===== config.mk =====
export PLATFORM = sky130hd
export DESIGN_NAME = cache_ctrl
export DESIGN_NICKNAME = d
export VERILOG_FILES = /design/src/logic/cache_cfg_pkg.sv /design/src/logic/cache_ctrl_pkg.sv /design/src/logic/access_fsm.sv /design/src/logic/mem_sequencer.sv /design/src/logic/fill_pipe.sv /design/src/logic/line_fill.sv /design/src/logic/cache_ctrl.sv
export SDC_FILE = /design/constraint.sdc
export NUM_CORES = 1
export LEC_CHECK = 0
export ABC_AREA = 1
export BUFFER_PORTS_ARGS = -buffer_cell sky130_fd_sc_hd__clkbuf_2
export CORE_MARGIN = 4
export CORE_UTILIZATION = 54
export DETAILED_ROUTE_END_ITERATION = 7
export HOLD_SLACK_MARGIN = 0.06
export PLACE_DENSITY_LB_ADDON = 0.25
export SLEW_MARGIN = 25
export SYNTH_ARGS = -nofsm -noshare
export SYNTH_HDL_FRONTEND = slang
export SYNTH_SLANG_ARGS = --single-unit

===== constraint.sdc =====
create_clock -name clk -period 2.5 [get_ports clk]
set_input_delay 0.5 -clock clk [delete_from_list [all_inputs] [get_ports clk]]
set_output_delay 0.5 -clock clk [all_outputs]
set_load 0.02 [all_outputs]

===== src/logic/cache_cfg_pkg.sv =====
package cache_cfg_pkg;

        // direct-mapped line of four words
        localparam int LINE_WORDS = 4;

        // word select within one line
        localparam int OFFSET_W = 2;

endpackage


===== src/logic/cache_ctrl_pkg.sv =====
package cache_ctrl_pkg;

        typedef logic [cache_cfg_pkg::OFFSET_W-1:0] word_offset_t;

        // request levels from the cpu, held until the stall drops
        typedef struct packed {
                logic rd;
                logic wr;
        } cpu_req_t;

        // tag array result, only meaningful in a compare cycle
        typedef struct packed {
                logic valid;
                logic dirty;
                logic hit;
        } tag_status_t;

        // command to the cache array
        typedef struct packed {
                logic         enable;
                logic         comp;
                logic         write;
                word_offset_t offset;
        } cache_cmd_t;

        // command to main memory
        typedef struct packed {
                logic         wr;
                logic         rd;
                word_offset_t offset;
        } mem_cmd_t;

        typedef enum logic [2:0] {
                ST_IDLE,
                ST_ERR,
                ST_LOOKUP,
                ST_WRITEBACK,
                ST_REFILL,
                ST_RETRY
        } ctrl_state_t;

endpackage


===== src/logic/access_fsm.sv =====
`timescale 1ns/1ps

module access_fsm (
        input  logic                       clk,
        input  logic                       rst_n,
        input  cache_ctrl_pkg::cpu_req_t    req,
        input  cache_ctrl_pkg::tag_status_t tag,
        input  logic                       wb_done,
        input  logic                       fill_done,
        input  cache_ctrl_pkg::cache_cmd_t  wb_read,
        input  cache_ctrl_pkg::cache_cmd_t  fill_cmd,
        output logic                       wb_phase,
        output logic                       refill_phase,
        output cache_ctrl_pkg::cache_cmd_t  cache_cmd,
        output logic                       cache_stall,
        output logic                       hit_check
);

        cache_ctrl_pkg::ctrl_state_t state;
        cache_ctrl_pkg::ctrl_state_t next_state;

        always_ff @(posedge clk)
        begin
                if (!rst_n)
                        state <= cache_ctrl_pkg::ST_IDLE;
                else
                        state <= next_state;
        end

        always_comb
        begin
                next_state = state;
                case (state)
                        cache_ctrl_pkg::ST_IDLE:
                        begin
                                // both levels at once is a protocol error
                                if (req.rd && req.wr)
                                        next_state = cache_ctrl_pkg::ST_ERR;
                                else if (req.rd || req.wr)
                                        next_state = cache_ctrl_pkg::ST_LOOKUP;
                        end
                        cache_ctrl_pkg::ST_ERR:
                        begin
                                if (!(req.rd && req.wr))
                                        next_state = cache_ctrl_pkg::ST_IDLE;
                        end
                        cache_ctrl_pkg::ST_LOOKUP:
                        begin
                                if (tag.valid && tag.hit)
                                        next_state = cache_ctrl_pkg::ST_IDLE;
                                else if (tag.dirty)
                                        next_state = cache_ctrl_pkg::ST_WRITEBACK;
                                else
                                        next_state = cache_ctrl_pkg::ST_REFILL;
                        end
                        cache_ctrl_pkg::ST_WRITEBACK:
                        begin
                                if (wb_done)
                                        next_state = cache_ctrl_pkg::ST_REFILL;
                        end
                        cache_ctrl_pkg::ST_REFILL:
                        begin
                                // leave on the last fill write, reads are long finished
                                if (fill_done)
                                        next_state = cache_ctrl_pkg::ST_RETRY;
                        end
                        cache_ctrl_pkg::ST_RETRY:
                                next_state = cache_ctrl_pkg::ST_IDLE;
                        default:
                                next_state = cache_ctrl_pkg::ST_IDLE;
                endcase
        end

        assign wb_phase     = (state == cache_ctrl_pkg::ST_WRITEBACK);
        assign refill_phase = (state == cache_ctrl_pkg::ST_REFILL);

        // cpu waits in every state but idle, the error state included
        assign cache_stall = (state != cache_ctrl_pkg::ST_IDLE);

        // only the first compare can report a real hit
        assign hit_check = (state == cache_ctrl_pkg::ST_LOOKUP);

        always_comb
        begin
                cache_cmd = '0;
                case (state)
                        cache_ctrl_pkg::ST_LOOKUP,
                        cache_ctrl_pkg::ST_RETRY:
                        begin
                                cache_cmd.enable = 1'b1;
                                cache_cmd.comp   = 1'b1;
                                cache_cmd.write  = req.wr;
                        end
                        cache_ctrl_pkg::ST_WRITEBACK:
                                cache_cmd = wb_read;
                        cache_ctrl_pkg::ST_REFILL:
                                cache_cmd = fill_cmd;
                        default:
                                cache_cmd = '0;
                endcase
        end

endmodule


===== src/logic/mem_sequencer.sv =====
`timescale 1ns/1ps

module mem_sequencer (
        input  logic                        clk,
        input  logic                        rst_n,
        input  logic                        wb_phase,
        input  logic                        refill_phase,
        input  bit                          stall,
        output cache_ctrl_pkg::mem_cmd_t     mem_cmd,
        output cache_ctrl_pkg::cache_cmd_t   wb_read,
        output logic                        wb_done,
        output logic                        push,
        output cache_ctrl_pkg::word_offset_t push_offset
);

        localparam int CNT_W = cache_cfg_pkg::OFFSET_W + 1;

        // one extra bit so the count can rest at a full line
        logic [CNT_W-1:0] cnt;
        logic             active;
        logic             accept;
        logic             last_word;

        assign active    = (cnt < CNT_W'(cache_cfg_pkg::LINE_WORDS));
        assign last_word = (cnt == CNT_W'(cache_cfg_pkg::LINE_WORDS - 1));

        assign mem_cmd.wr     = wb_phase && active;
        assign mem_cmd.rd     = refill_phase && active;
        assign mem_cmd.offset = (mem_cmd.wr || mem_cmd.rd) ?
                                cnt[cache_cfg_pkg::OFFSET_W-1:0] : '0;

        // memory takes the command in any cycle it is not busy
        assign accept = (mem_cmd.wr || mem_cmd.rd) && !stall;

        // victim word is read out of the cache alongside its memory write
        assign wb_read.enable = mem_cmd.wr;
        assign wb_read.comp   = 1'b0;
        assign wb_read.write  = 1'b0;
        assign wb_read.offset = mem_cmd.wr ? mem_cmd.offset : '0;

        assign wb_done     = mem_cmd.wr && accept && last_word;
        assign push        = mem_cmd.rd && accept;
        assign push_offset = mem_cmd.rd ? mem_cmd.offset : '0;

        always_ff @(posedge clk)
        begin
                if (!rst_n || !(wb_phase || refill_phase))
                        cnt <= '0;
                else if (accept)
                begin
                        // writeback hands straight over to refill, restart at word 0
                        if (wb_done)
                                cnt <= '0;
                        else
                                cnt <= cnt + 1'b1;
                end
        end

endmodule


===== src/logic/fill_pipe.sv =====
`timescale 1ns/1ps

module fill_pipe #(
        parameter int MEM_LATENCY = 2
) (
        input  logic                        clk,
        input  logic                        rst_n,
        input  logic                        push,
        input  cache_ctrl_pkg::word_offset_t push_offset,
        output logic                        pop,
        output cache_ctrl_pkg::word_offset_t pop_offset
);

        // one stage per cycle of memory read latency
        logic [MEM_LATENCY-1:0]       vld;
        cache_ctrl_pkg::word_offset_t ofs [MEM_LATENCY];

        always_ff @(posedge clk)
        begin
                if (!rst_n)
                        vld <= '0;
                else
                        vld <= (vld << 1) | MEM_LATENCY'(push);
        end

        always_ff @(posedge clk)
        begin
                ofs[0] <= push_offset;
                for (int i = 1; i < MEM_LATENCY; i++)
                        ofs[i] <= ofs[i-1];
        end

        assign pop        = vld[MEM_LATENCY-1];
        assign pop_offset = ofs[MEM_LATENCY-1];

endmodule


===== src/logic/line_fill.sv =====
`timescale 1ns/1ps

module line_fill (
        input  logic                        clk,
        input  logic                        rst_n,
        input  logic                        pop,
        input  cache_ctrl_pkg::word_offset_t pop_offset,
        output cache_ctrl_pkg::cache_cmd_t   fill_cmd,
        output logic                        fill_done
);

        localparam int OFFSET_W = cache_cfg_pkg::OFFSET_W;

        logic [OFFSET_W-1:0] words;

        // plain write into the data array, no tag compare
        assign fill_cmd.enable = pop;
        assign fill_cmd.comp   = 1'b0;
        assign fill_cmd.write  = pop;
        assign fill_cmd.offset = pop ? pop_offset : '0;

        assign fill_done = pop && (words == OFFSET_W'(cache_cfg_pkg::LINE_WORDS - 1));

        always_ff @(posedge clk)
        begin
                if (!rst_n)
                        words <= '0;
                else if (pop)
                begin
                        // ready for the next line once this one is complete
                        if (fill_done)
                                words <= '0;
                        else
                                words <= words + 1'b1;
                end
        end

endmodule


===== src/logic/cache_ctrl.sv =====
`timescale 1ns/1ps

module cache_ctrl #(
        parameter int MEM_LATENCY = 2
) (
        input  logic                       clk,
        input  logic                       rst_n,
        input  cache_ctrl_pkg::cpu_req_t    req,
        input  cache_ctrl_pkg::tag_status_t tag,
        input  bit                         stall,
        output cache_ctrl_pkg::cache_cmd_t  cache_cmd,
        output cache_ctrl_pkg::mem_cmd_t    mem_cmd,
        output bit                         cache_stall,
        output bit                         hit_check
);

        logic                         wb_phase;
        logic                         refill_phase;
        logic                         wb_done;
        logic                         fill_done;
        logic                         push;
        logic                         pop;
        cache_ctrl_pkg::word_offset_t push_offset;
        cache_ctrl_pkg::word_offset_t pop_offset;
        cache_ctrl_pkg::cache_cmd_t   wb_read;
        cache_ctrl_pkg::cache_cmd_t   fill_cmd;

        access_fsm access_fsm_inst (
                .clk          (clk),
                .rst_n        (rst_n),
                .req          (req),
                .tag          (tag),
                .wb_done      (wb_done),
                .fill_done    (fill_done),
                .wb_read      (wb_read),
                .fill_cmd     (fill_cmd),
                .wb_phase     (wb_phase),
                .refill_phase (refill_phase),
                .cache_cmd    (cache_cmd),
                .cache_stall  (cache_stall),
                .hit_check    (hit_check)
        );

        mem_sequencer mem_sequencer_inst (
                .clk          (clk),
                .rst_n        (rst_n),
                .wb_phase     (wb_phase),
                .refill_phase (refill_phase),
                .stall        (stall),
                .mem_cmd      (mem_cmd),
                .wb_read      (wb_read),
                .wb_done      (wb_done),
                .push         (push),
                .push_offset  (push_offset)
        );

        // read words come back after the memory latency
        fill_pipe #(
                .MEM_LATENCY (MEM_LATENCY)
        ) fill_pipe_inst (
                .clk         (clk),
                .rst_n       (rst_n),
                .push        (push),
                .push_offset (push_offset),
                .pop         (pop),
                .pop_offset  (pop_offset)
        );

        line_fill line_fill_inst (
                .clk        (clk),
                .rst_n      (rst_n),
                .pop        (pop),
                .pop_offset (pop_offset),
                .fill_cmd   (fill_cmd),
                .fill_done  (fill_done)
        );

endmodule


* Word-level counts from Yosys, hierarchy flattened
Memory sizes are Yosys's and may differ from the RTL's.
Cells that the tools add are included.
** Word-level totals
- Flip-flop bits (word level) :: 10
- Bits in writable memories :: 4
- Input bits :: 8
- Output and inout bits :: 11
- Logic and storage cells :: 56
- Memories kept :: 1
** Operators by class
- Add/sub/neg operators :: 2
- Magnitude comparators :: 1
- Eq/ne operators :: 11
- Muxes and demuxes :: 16
- Bitwise logic cells :: 1
- Reduce and logical (&&, ||, !) cells :: 20
** Memory list
- fill_pipe_inst.ofs :: words 2, bits a word 2, read ports 2, clocked after memory_dff 0, write ports 2, RTL line fill_pipe.sv:16 : cache_ctrl_pkg::word_offset_t ofs [MEM_LATENCY];
** Operators with widths (count)
- $mux W3 :: 8
- $pmux W3 S5 :: 1
- $mux W2 :: 5
- $eq A3 B2 Y1 const B :: 3
- $logic_and A1 B1 Y1 :: 9
- $pmux W3 S3 :: 1
- $eq A3 B3 Y1 const B :: 2
- $ne A2 B2 Y1 const B :: 3
- $logic_or A1 B1 Y1 :: 4
- $pmux W2 S2 :: 1
- $reduce_and A4 Y1 :: 1
- $add A3 B1 Y3 const B :: 1
- $eq A3 B1 Y1 const B :: 1
- $logic_not A1 Y1 :: 3
- $logic_not A3 Y1 :: 1
- $lt A3 B3 Y1 const B :: 1
- $ne A3 B1 Y1 const B :: 1
- $reduce_bool A3 Y1 :: 1
- $add A2 B1 Y2 const B :: 1
- $eq A2 B2 Y1 const B :: 1
- $or A2 B1 Y2 :: 1
- $reduce_or A2 Y1 :: 1

* Logic depth before layout (Yosys ltp)
Gate-level depths: netlist of run 1.
- Depth in word-level cells :: 8
- Mapped depth :: 9
- Mapped depth without buffers :: 9

* Modules after synthesis
A second synthesis of run 1 with hierarchy kept.
** Unflattened totals
- Cell total of the unflattened synthesis :: 137
- Area total of the unflattened synthesis :: 888.4 um^2
** By module, submodules not included
- access_fsm :: times used 1, cells each 60, area an instance 331.6 um^2, sequential area each 60.1 um^2
- mem_sequencer :: times used 1, cells each 42, area an instance 265.3 um^2, sequential area each 60.1 um^2
- fill_pipe :: times used 1, cells each 12, area an instance 150.1 um^2, sequential area each 120.1 um^2
- line_fill :: times used 1, cells each 23, area an instance 141.4 um^2, sequential area each 40.0 um^2

* Worst setup path before layout of run 1
OpenSTA, ideal clock, no wires.
- Path kind :: reg2out
- Start :: register access_fsm_inst.state[2]
- End :: output cache_cmd[2] in the netlist's numbering
- Arrival :: 1274 ps
- Data required time :: 2000 ps
- Setup slack :: 726 ps
- Stages on the path, launching flop included :: 8
- Buffers on the path :: 0
- Cells stage by stage :: dfxtp_1 > inv_2 > nand2_1 > nor2_2 > a21oi_1 > inv_1 > nand2_1 > nand2_1
** RTL lines
- start: declaration :: RTL line access_fsm.sv:19 : cache_ctrl_pkg::ctrl_state_t state;
- start signal: assignment :: RTL line access_fsm.sv:25 : state <= cache_ctrl_pkg::ST_IDLE;
- start signal: assignment :: RTL line access_fsm.sv:27 : state <= next_state;
- end: declaration :: RTL line cache_ctrl.sv:11 : output cache_ctrl_pkg::cache_cmd_t cache_cmd,

==> results of run 1 <==
## synth_stat cells (3+ instances only)
library cell,number
nand2_1,25
inv_1,20
nor2_1,15
dfxtp_1,14
nand3_1,10
a21oi_1,7
nor2_2,4
o21ai_0,4
ha_1,3
nand2_2,3
o21ai_1,3
## worst reg2reg max path, stage by stage, from the launching register on
cell and delay, ps:
dfxtp_1 340, inv_1 190, ha_1 210, nand2_1 60
o21ai_1 120, nand2_1 60, nor2_1 200, nand2_1 80
nand2_1 60, nor2_1 40
## flip-flops by register name, indices dropped and copies added, names as in the netlist
register and cells:
fill_pipe_inst.vld 2, mem_sequencer_inst.cnt 3, access_fsm_inst.state 3, fill_pipe_inst.ofs 4, line_fill_inst.words 2
## worst paths after layout
path,start,end,slack (ps)
setup / recovery,access_fsm_inst.state[2],cache_cmd[2],490
hold / removal,fill_pipe_inst.ofs[0][1],fill_pipe_inst.ofs[0][3],330
setup reg to reg,mem_sequencer_inst.cnt[2],access_fsm_inst.state[2],1040
hold reg to reg,fill_pipe_inst.ofs[0][1],fill_pipe_inst.ofs[0][3],330
## metrics by stage
step | setup WS [ps] | instances | instance area (um2)
3_3_place_gp | 797.3 | 148 | 877.1
3_5_place_dp | 788.6 | 148 | 877.1
2_1_floorplan | 725.6 | 115 | 768.2
6_report | 494.1 | 151 | 899.6
4_1_cts | 490.6 | 151 | 899.6
5_1_grt | 351.4 | 151 | 899.6
## cell type report
cell class                      instances  area, um2  area share (%)
Clock buffer                            3      22.52           2.503
Multi-Input combinational cell         80      409.1           45.48
Tap cell                               15      18.77           2.086
Inverter                               21      78.83           8.762
Timing Repair Buffer                   18      90.09           10.01
Sequential cell                        14      280.3           31.15
## logic make-up (layout without fill, tap and decap cells)
logic type	count (synthesis)	in the layout	synth area share [%]
flops	14	14	36.48
simple gates	60	60	36.16
compound gates	17	17	12.21
buf+inv	21	42	10.26
fa+ha+maj	3	3	4.887
## layer usage
layer / global-route usage (%) / share of wire (%) / up-vias
met3: 4.743 / 6.3 / 4
met1: 23.24 / 44 / 338
li1: - / - / 404
met4: 9.659 / 1.7 / 0
met5: 0 / 0 / -
met2: 31.48 / 48 / 22
## power breakdown
group / leakage [nW] / internal [W] / switching (W) / total, W
logic: 0.370 / 0.000117 / 0.000246 / 0.000363
registers: 0.113 / 0.000247 / 0.0000358 / 0.000282
clock network: 0.0138 / 0.0000557 / 0.0000648 / 0.000121
==> metrics.yaml, run 1 <==
fillers: 128
crit_type: "flop to primary output"
cts_hold_buffers: 0
root_buffer: "clkbuf_4"
die_x_um: 45.72
synth.net_count: 126
yosys.area.top_type: "dfxtp_1"
path_cells: "inv_2, nand2_1, nor2_2, a21oi_1, inv_1, nand2_1, nand2_1, clkbuf_2"
finalCritPeriodShare_pct: 80.24
start_util_pct: 58.31
syn2layout_area_growth_pct: 17.10
grt.overflow.total: 0
htreeDepth: 1
worstSetupPathDepth: 8
clk_latency_ps: 270
max_cap_viol_count: 0
drt-total-wl_mm: 1.685
cp_slowest_cell: "dfxtp_1"
drtIter0Drc: 17
drc_errors: 0
antenna_found_initial: 0
coreArea_um2: 1318
synth_area_um2: 768.2
hold_class: "flop to flop"
gp_congestion: 0.8227
fin_worst_skew_ps: 5.623
io_buffers: 18
timing.hold.ws_ps: 328.3
maxSlewHeadroom_pct: 82.63
grt_pass1_vias: 705
yosys.cell_types.count: 18
ys_ff_latch: 14
cts.sink_count: 14
synth_warnings: 0
finalSetupViolCount: 0
ir_drop_v: 0.0006397
arrival_ps: 1510
hold_depth: 0
hold_viol_final: 0
dieArea_um2: 2090
dp_hpwl_mm: 1.391
viasPerCell: 5.086
drt-pass1-iter-count: 4
grt_max_degree: 9
synth_top_cell_area_share_pct: 36.48
power.total_w: 0.0007663
crit_required_ps: 2000
cp-end-kind: "primary output"
wl_per_cell_um: 11.16
cts_buffer_depth: 2
synth-main-ff-cell: "dfxtp_1"
postCtsSetupBuffers: 0
r2r_cells: 9
ys_seq_area_share_pct: 36.48
status: "completed"
n_antenna_cell: 0
synth-edff-count: 0
fin_tns_setup_ps: 0
io_pins: 19
num_rows: 13
fin_util_pct: 68.28
synth_area_leaders: "dfxtp_1 36%, nand2_1 12%, inv_1 9.8%, nor2_1 7.3%, nand3_1 6.5%"
start_kind: "flop"
cp_num_buf_inv: 3
tightestPinTransition_ps: 260.2
mostFrequentLayoutCells: "25 x nand2_1, 20 x inv_1, 18 x clkbuf_2"
track_usage_pct: 19.26
syn_area_per_cell_um2: 6.680
postRouteAntennaNets: 0
finalMaxSlewViolations: 0
period_minus_slack_ps: 2006
synthCells: 115
nets: 149
path_clk_slew_ps: 80
numCtsBuffers: 3
grt_setup_unrepaired: "no"
cts-resized-gates: 0
leakagePower_nw: 0.4968
critPathTopFamily: "flip-flops"
fmax_mhz: 498.5
cts_tree: "done"
crit_path_frequent_cell: "nand2_1"
fp.dieH_um: 45.72
final_common_cell: "nand2_1"
max_stage_delay_ps: 470
vias: 768
critical_path.max_fanout: 6
grt_pass1_wl_mm: 2.877
power.density_nw_per_um2: 851.8
ys_async_sr_fraction_pct: 0
drive_gt1_share_pct: 23.53
Power figures use the tool's default switching activity.
==> run 2, diff against run 1 <==
--- a/config.mk
+++ b/config.mk
@@ -7,8 +7,9 @@
 export LEC_CHECK = 0
 export ABC_AREA = 1
 export BUFFER_PORTS_ARGS = -buffer_cell sky130_fd_sc_hd__clkbuf_2
+export CORE_ASPECT_RATIO = 0.9
 export CORE_MARGIN = 4
-export CORE_UTILIZATION = 54
+export CORE_UTILIZATION = 50
 export DETAILED_ROUTE_END_ITERATION = 7
 export HOLD_SLACK_MARGIN = 0.06
 export PLACE_DENSITY_LB_ADDON = 0.25
==> constraint.sdc (replaced) <==
create_clock -name clk -period 2 [get_ports clk]
set_input_delay 0.4 -clock clk [delete_from_list [all_inputs] [get_ports clk]]
set_output_delay 0.4 -clock clk [all_outputs]
set_load 0.02 [all_outputs]
==> metrics.yaml, run 2 (synthesis gave the netlist of run 1 again) <==
status: "completed"
drt-pass1-iter-count: 4
start_util_pct: 53.07
cts-resized-gates: 0
finalCritPeriodShare_pct: 91.87
cts_hold_buffers: 0
die_x_um: 49.32
fin_worst_skew_ps: 5.741
cts.sink_count: 14
leakagePower_nw: 0.5044
wl_per_cell_um: 10.53
power.total_w: 0.001004
antenna_found_initial: 0
grt_pass1_wl_mm: 2.980
hold_class: "flop to flop"
period_minus_slack_ps: 1837
reg.largest.list: "fill_pipe_inst.ofs: 4 flops, access_fsm_inst.state: 3 flops, mem_sequencer_inst.cnt: 3 flops"
fin_tns_setup_ps: 0
placedCellCount: 148
seqCellArea_um2: 281.5
worst_slack_ps: 162.6
drive_gt1_share_pct: 24.82
grt_max_degree: 9
multi_input_area_um2: 409.1
path_clk_slew_ps: 80
dp_hpwl_mm: 1.360
timing.hold.ws_ps: 331.5
maxSlewHeadroom_pct: 84.15
syn2layout_area_growth_pct: 19.06
stdcell_count: 152
place_ws_ps: 376.0
cts_buffer_depth: 2
crit_required_ps: 1600
htreeDepth: 1
start_kind: "flop"
fillers: 146
grt_pass1_vias: 703
io_pins: 19
power.density_nw_per_um2: 1098
final_common_cell: "nand2_1"
arrival_ps: 1440
finalSetupViolCount: 0
coreArea_um2: 1448
fp.dieH_um: 45.19
drtIter0Drc: 22
largest_reg_flops: 4
grt_setup_unrepaired: "no"
max_cap_viol_count: 0
fmax_mhz: 544.2
gp_congestion: 0.9335
clk_latency_ps: 280
viasPerCell: 4.967
n_antenna_cell: 0
nets: 149
finalMaxSlewViolations: 0
postRouteAntennaNets: 0
postCtsSetupBuffers: 0
crit_type: "flop to primary output"
vias: 755
cp-end-kind: "primary output"
num_rows: 13
io_buffers: 18
cts_tree: "done"
dieArea_um2: 2229
tightestPinTransition_ps: 237.5
root_buffer: "clkbuf_4"
grt.overflow.total: 0
track_usage_pct: 17.53
regMostFlops: "fill_pipe_inst.ofs"
critical_path.max_fanout: 5
drt-total-wl_mm: 1.600
mostFrequentLayoutCells: "25 x nand2_1, 20 x inv_1, 18 x clkbuf_2"
hold_viol_final: 0
ir_drop_v: 0.0006131
numCtsBuffers: 3
drc_errors: 0
[run 2: cell count changes in the layout (fill, tap and decap cells not counted)]
cell	before	now
clkbuf_8	0	1
dfxtp_2	0	1
dfxtp_1	14	13
[run 2: layout make-up]
| cell class | count | share of cell area [%] |
|---|---|---|
| Timing Repair Buffer | 18 | 9.850 |
| Multi-Input combinational cell | 80 | 44.73 |
| Clock buffer | 4 | 3.967 |
| Tap cell | 15 | 2.052 |
| Inverter | 21 | 8.618 |
| Sequential cell | 14 | 30.78 |
[run 2: critical path, stage by stage, from the launching register on]
cell      delay [ps]
dfxtp_1          450
nand2_1          100
nor2_2           130
nand2_1          120
o21ai_0          170
clkbuf_2         190
[run 2: through the flow]
stage | instance area [um2] | utilization [%]
floorplan | 768.2 | -
global placement | 877.1 | 60.59
detailed placement | 877.1 | 60.59
CTS | 913.4 | 63.09
global route | 914.6 | 63.18
finish | 914.6 | 63.18
[run 2: path summary, 6_finish.rpt]
check | endpoint | depth (start not counted) | start | slack [ps]
max | cache_cmd[0] | 5 | access_fsm_inst.state[1] | 160
min | fill_pipe_inst.ofs[0][2] | 0 | fill_pipe_inst.ofs[0][0] | 330
max reg2reg | mem_sequencer_inst.cnt[1] | 9 | mem_sequencer_inst.cnt[2] | 540
min reg2reg | fill_pipe_inst.ofs[0][2] | 0 | fill_pipe_inst.ofs[0][0] | 330
[run 2: metal layers]
metal	GRT usage [%]	vias to the layer above	wire length, um
li1	-	405	-
met1	21.93	328	790
met2	28.61	20	698
met3	4.290	2	97
met4	8.523	0	14
met5	0	-	0
[run 2: power breakdown]
part | internal [W] | switching (W) | total (W)
Sequential | 0.000310 | 0.0000451 | 0.000355
Combinational | 0.000147 | 0.000305 | 0.000452
Clock | 0.000111 | 0.0000869 | 0.000198
Total | 0.000567 | 0.000437 | 0.00100
==> run 3, diff against run 2 <==
--- a/config.mk
+++ b/config.mk
@@ -7,9 +7,11 @@
 export LEC_CHECK = 0
 export ABC_AREA = 1
 export BUFFER_PORTS_ARGS = -buffer_cell sky130_fd_sc_hd__clkbuf_2
+export CELL_PAD_IN_SITES_DETAIL_PLACEMENT = 1
+export CELL_PAD_IN_SITES_GLOBAL_PLACEMENT = 1
 export CORE_ASPECT_RATIO = 0.9
 export CORE_MARGIN = 4
-export CORE_UTILIZATION = 50
+export CORE_UTILIZATION = 35
 export DETAILED_ROUTE_END_ITERATION = 7
 export HOLD_SLACK_MARGIN = 0.06
 export PLACE_DENSITY_LB_ADDON = 0.25
==> metrics.yaml, run 3 (synthesis gave the netlist of run 1 again) <==
hold_start: "stall"
leakagePower_nw: 0.5050
drt-total-wl_mm: 1.991
gp_congestion: 0.8464
stdcell_count: 162
reg2reg_to: "mem_sequencer_inst.cnt[0]"
fmax_mhz: 548.8
drtIter0Drc: 11
final_common_cell: "nand2_1"
max_cap_viol_count: 0
grt_pass1_vias: 819
hold_depth: 2
grt.overflow.total: 0
wl_per_cell_um: 12.29
finalSetupViolCount: 0
drc_errors: 0
viasPerCell: 4.827
n_antenna_cell: 0
finalCritPeriodShare_pct: 91.10
reg.largest.list: "fill_pipe_inst.ofs: 4 flops, access_fsm_inst.state: 3 flops, mem_sequencer_inst.cnt: 3 flops"
io_buffers: 18
finalMaxSlewViolations: 0
hold_class: "input pin to flop"
drive_gt1_share_pct: 26.28
die_x_um: 57.39
r2r_setup_slack_ps: 490
vias: 782
cts_buffer_depth: 2
cts.sink_count: 14
coreArea_um2: 2008
root_buffer: "clkbuf_4"
path_cells: "inv_2, nand2_1, nor2_2, a21oi_1, inv_1, nand2_1, nand2_1, clkbuf_2"
grt_setup_unrepaired: "no"
largest_reg_flops: 4
place_ws_ps: 388.8
syn2layout_area_growth_pct: 21.01
power.density_nw_per_um2: 1115
crit_required_ps: 1600
regMostFlops: "fill_pipe_inst.ofs"
cp_slowest_cell: "dfxtp_2"
crit_path_frequent_cell: "nand2_1"
period_minus_slack_ps: 1822
start_kind: "flop"
crit_type: "flop to primary output"
maxSlewHeadroom_pct: 82.93
track_usage_pct: 15.48
max_stage_delay_ps: 370
start_util_pct: 38.26
final_area_um2: 929.6
dp_hpwl_mm: 1.677
path_clk_slew_ps: 90
timing.hold.ws_ps: 323.9
critPathTopFamily: "flip-flops"
htreeDepth: 1
postCtsSetupBuffers: 0
postRouteAntennaNets: 0
dieArea_um2: 3010
worst_slack_ps: 178.0
placedCellCount: 158
critical_path.max_fanout: 6
cp-end-kind: "primary output"
num_rows: 15
hold_viol_final: 0
regToRegStartpoint: "mem_sequencer_inst.cnt[2]"
tightestPinTransition_ps: 255.8
mostFrequentLayoutCells: "25 x nand2_1, 20 x inv_1, 18 x clkbuf_2"
cp_num_buf_inv: 3
r2r_cells: 9
grt_max_degree: 9
grt_pass1_wl_mm: 3.567
fin_worst_skew_ps: 9.358
ir_drop_v: 0.0005936
io_pins: 19
fin_tns_setup_ps: 0
antenna_found_initial: 0
dpl_cell_area_um2: 889.6
clk_latency_ps: 290
status: "completed"
numCtsBuffers: 3
fp.dieH_um: 52.45
whs_endpoint: "fill_pipe_inst.vld[0]"
drt-pass1-iter-count: 4
arrival_ps: 1420
nets: 149
cts_tree: "done"
-- run 3: worst max path at each step --
stage	start	end	cells after the start	slack (ps)
after global routing	access_fsm_inst.state[1]	cache_cmd[1]	5	20
after floorplan	access_fsm_inst.state[2]	cache_cmd[2]	7	330
after global placement	access_fsm_inst.state[1]	cache_cmd[0]	5	430
after detailed placement	access_fsm_inst.state[1]	cache_cmd[0]	5	390
final	access_fsm_inst.state[2]	cache_cmd[2]	8	180
after CTS	access_fsm_inst.state[1]	cache_cmd[0]	5	60
-- run 3: repair_timing --
item                                    4_1_cts  5_1_grt
endpoints found under the setup margin        0        3
hold buffers                                  0        0
resized for setup                             0        3
-- run 3: routing by layer --
metal	wire (um)	global-route usage [%]	vias to the layer above
met3	82	5.419	2
li1	-	-	406
met2	934	26.32	11
met5	0	0	-
met4	7	2.317	0
met1	967	19.15	363
-- run 3: final cells by class --
class                   instances  area [um2]
clock buffers                   4       36.28
fillers                       271        1079
inverters                      21       78.83
multi-input cells              80       409.1
flip-flops and latches         14       284.0
well taps                      25       31.28
repair buffers                 18       90.09
-- run 3: stage by stage --
stage	utilization, %	total power, W
floorplan	-	0.0006893
CTS	46.11	0.001041
global route	46.29	0.001120
global placement	44.30	0.0008137
detailed placement	44.30	0.0008267
finish	46.29	0.001036
-- run 3: worst reg2reg max path, cell delays in order, from the launching register on --
cell and delay [ps]:
dfxtp_1 360, inv_1 200, ha_1 220, inv_1 50, nor2_1 140, nand3_1 160, nand2_1 90, inv_1 40
o21ai_1 110, nor2_1 50
-- run 3: where the power goes --
group          internal, W  switching [W]  leakage [nW]
clock network     0.000111      0.0000981        0.0210
registers         0.000313      0.0000496         0.114
logic             0.000147       0.000318         0.370
total             0.000571       0.000465         0.505
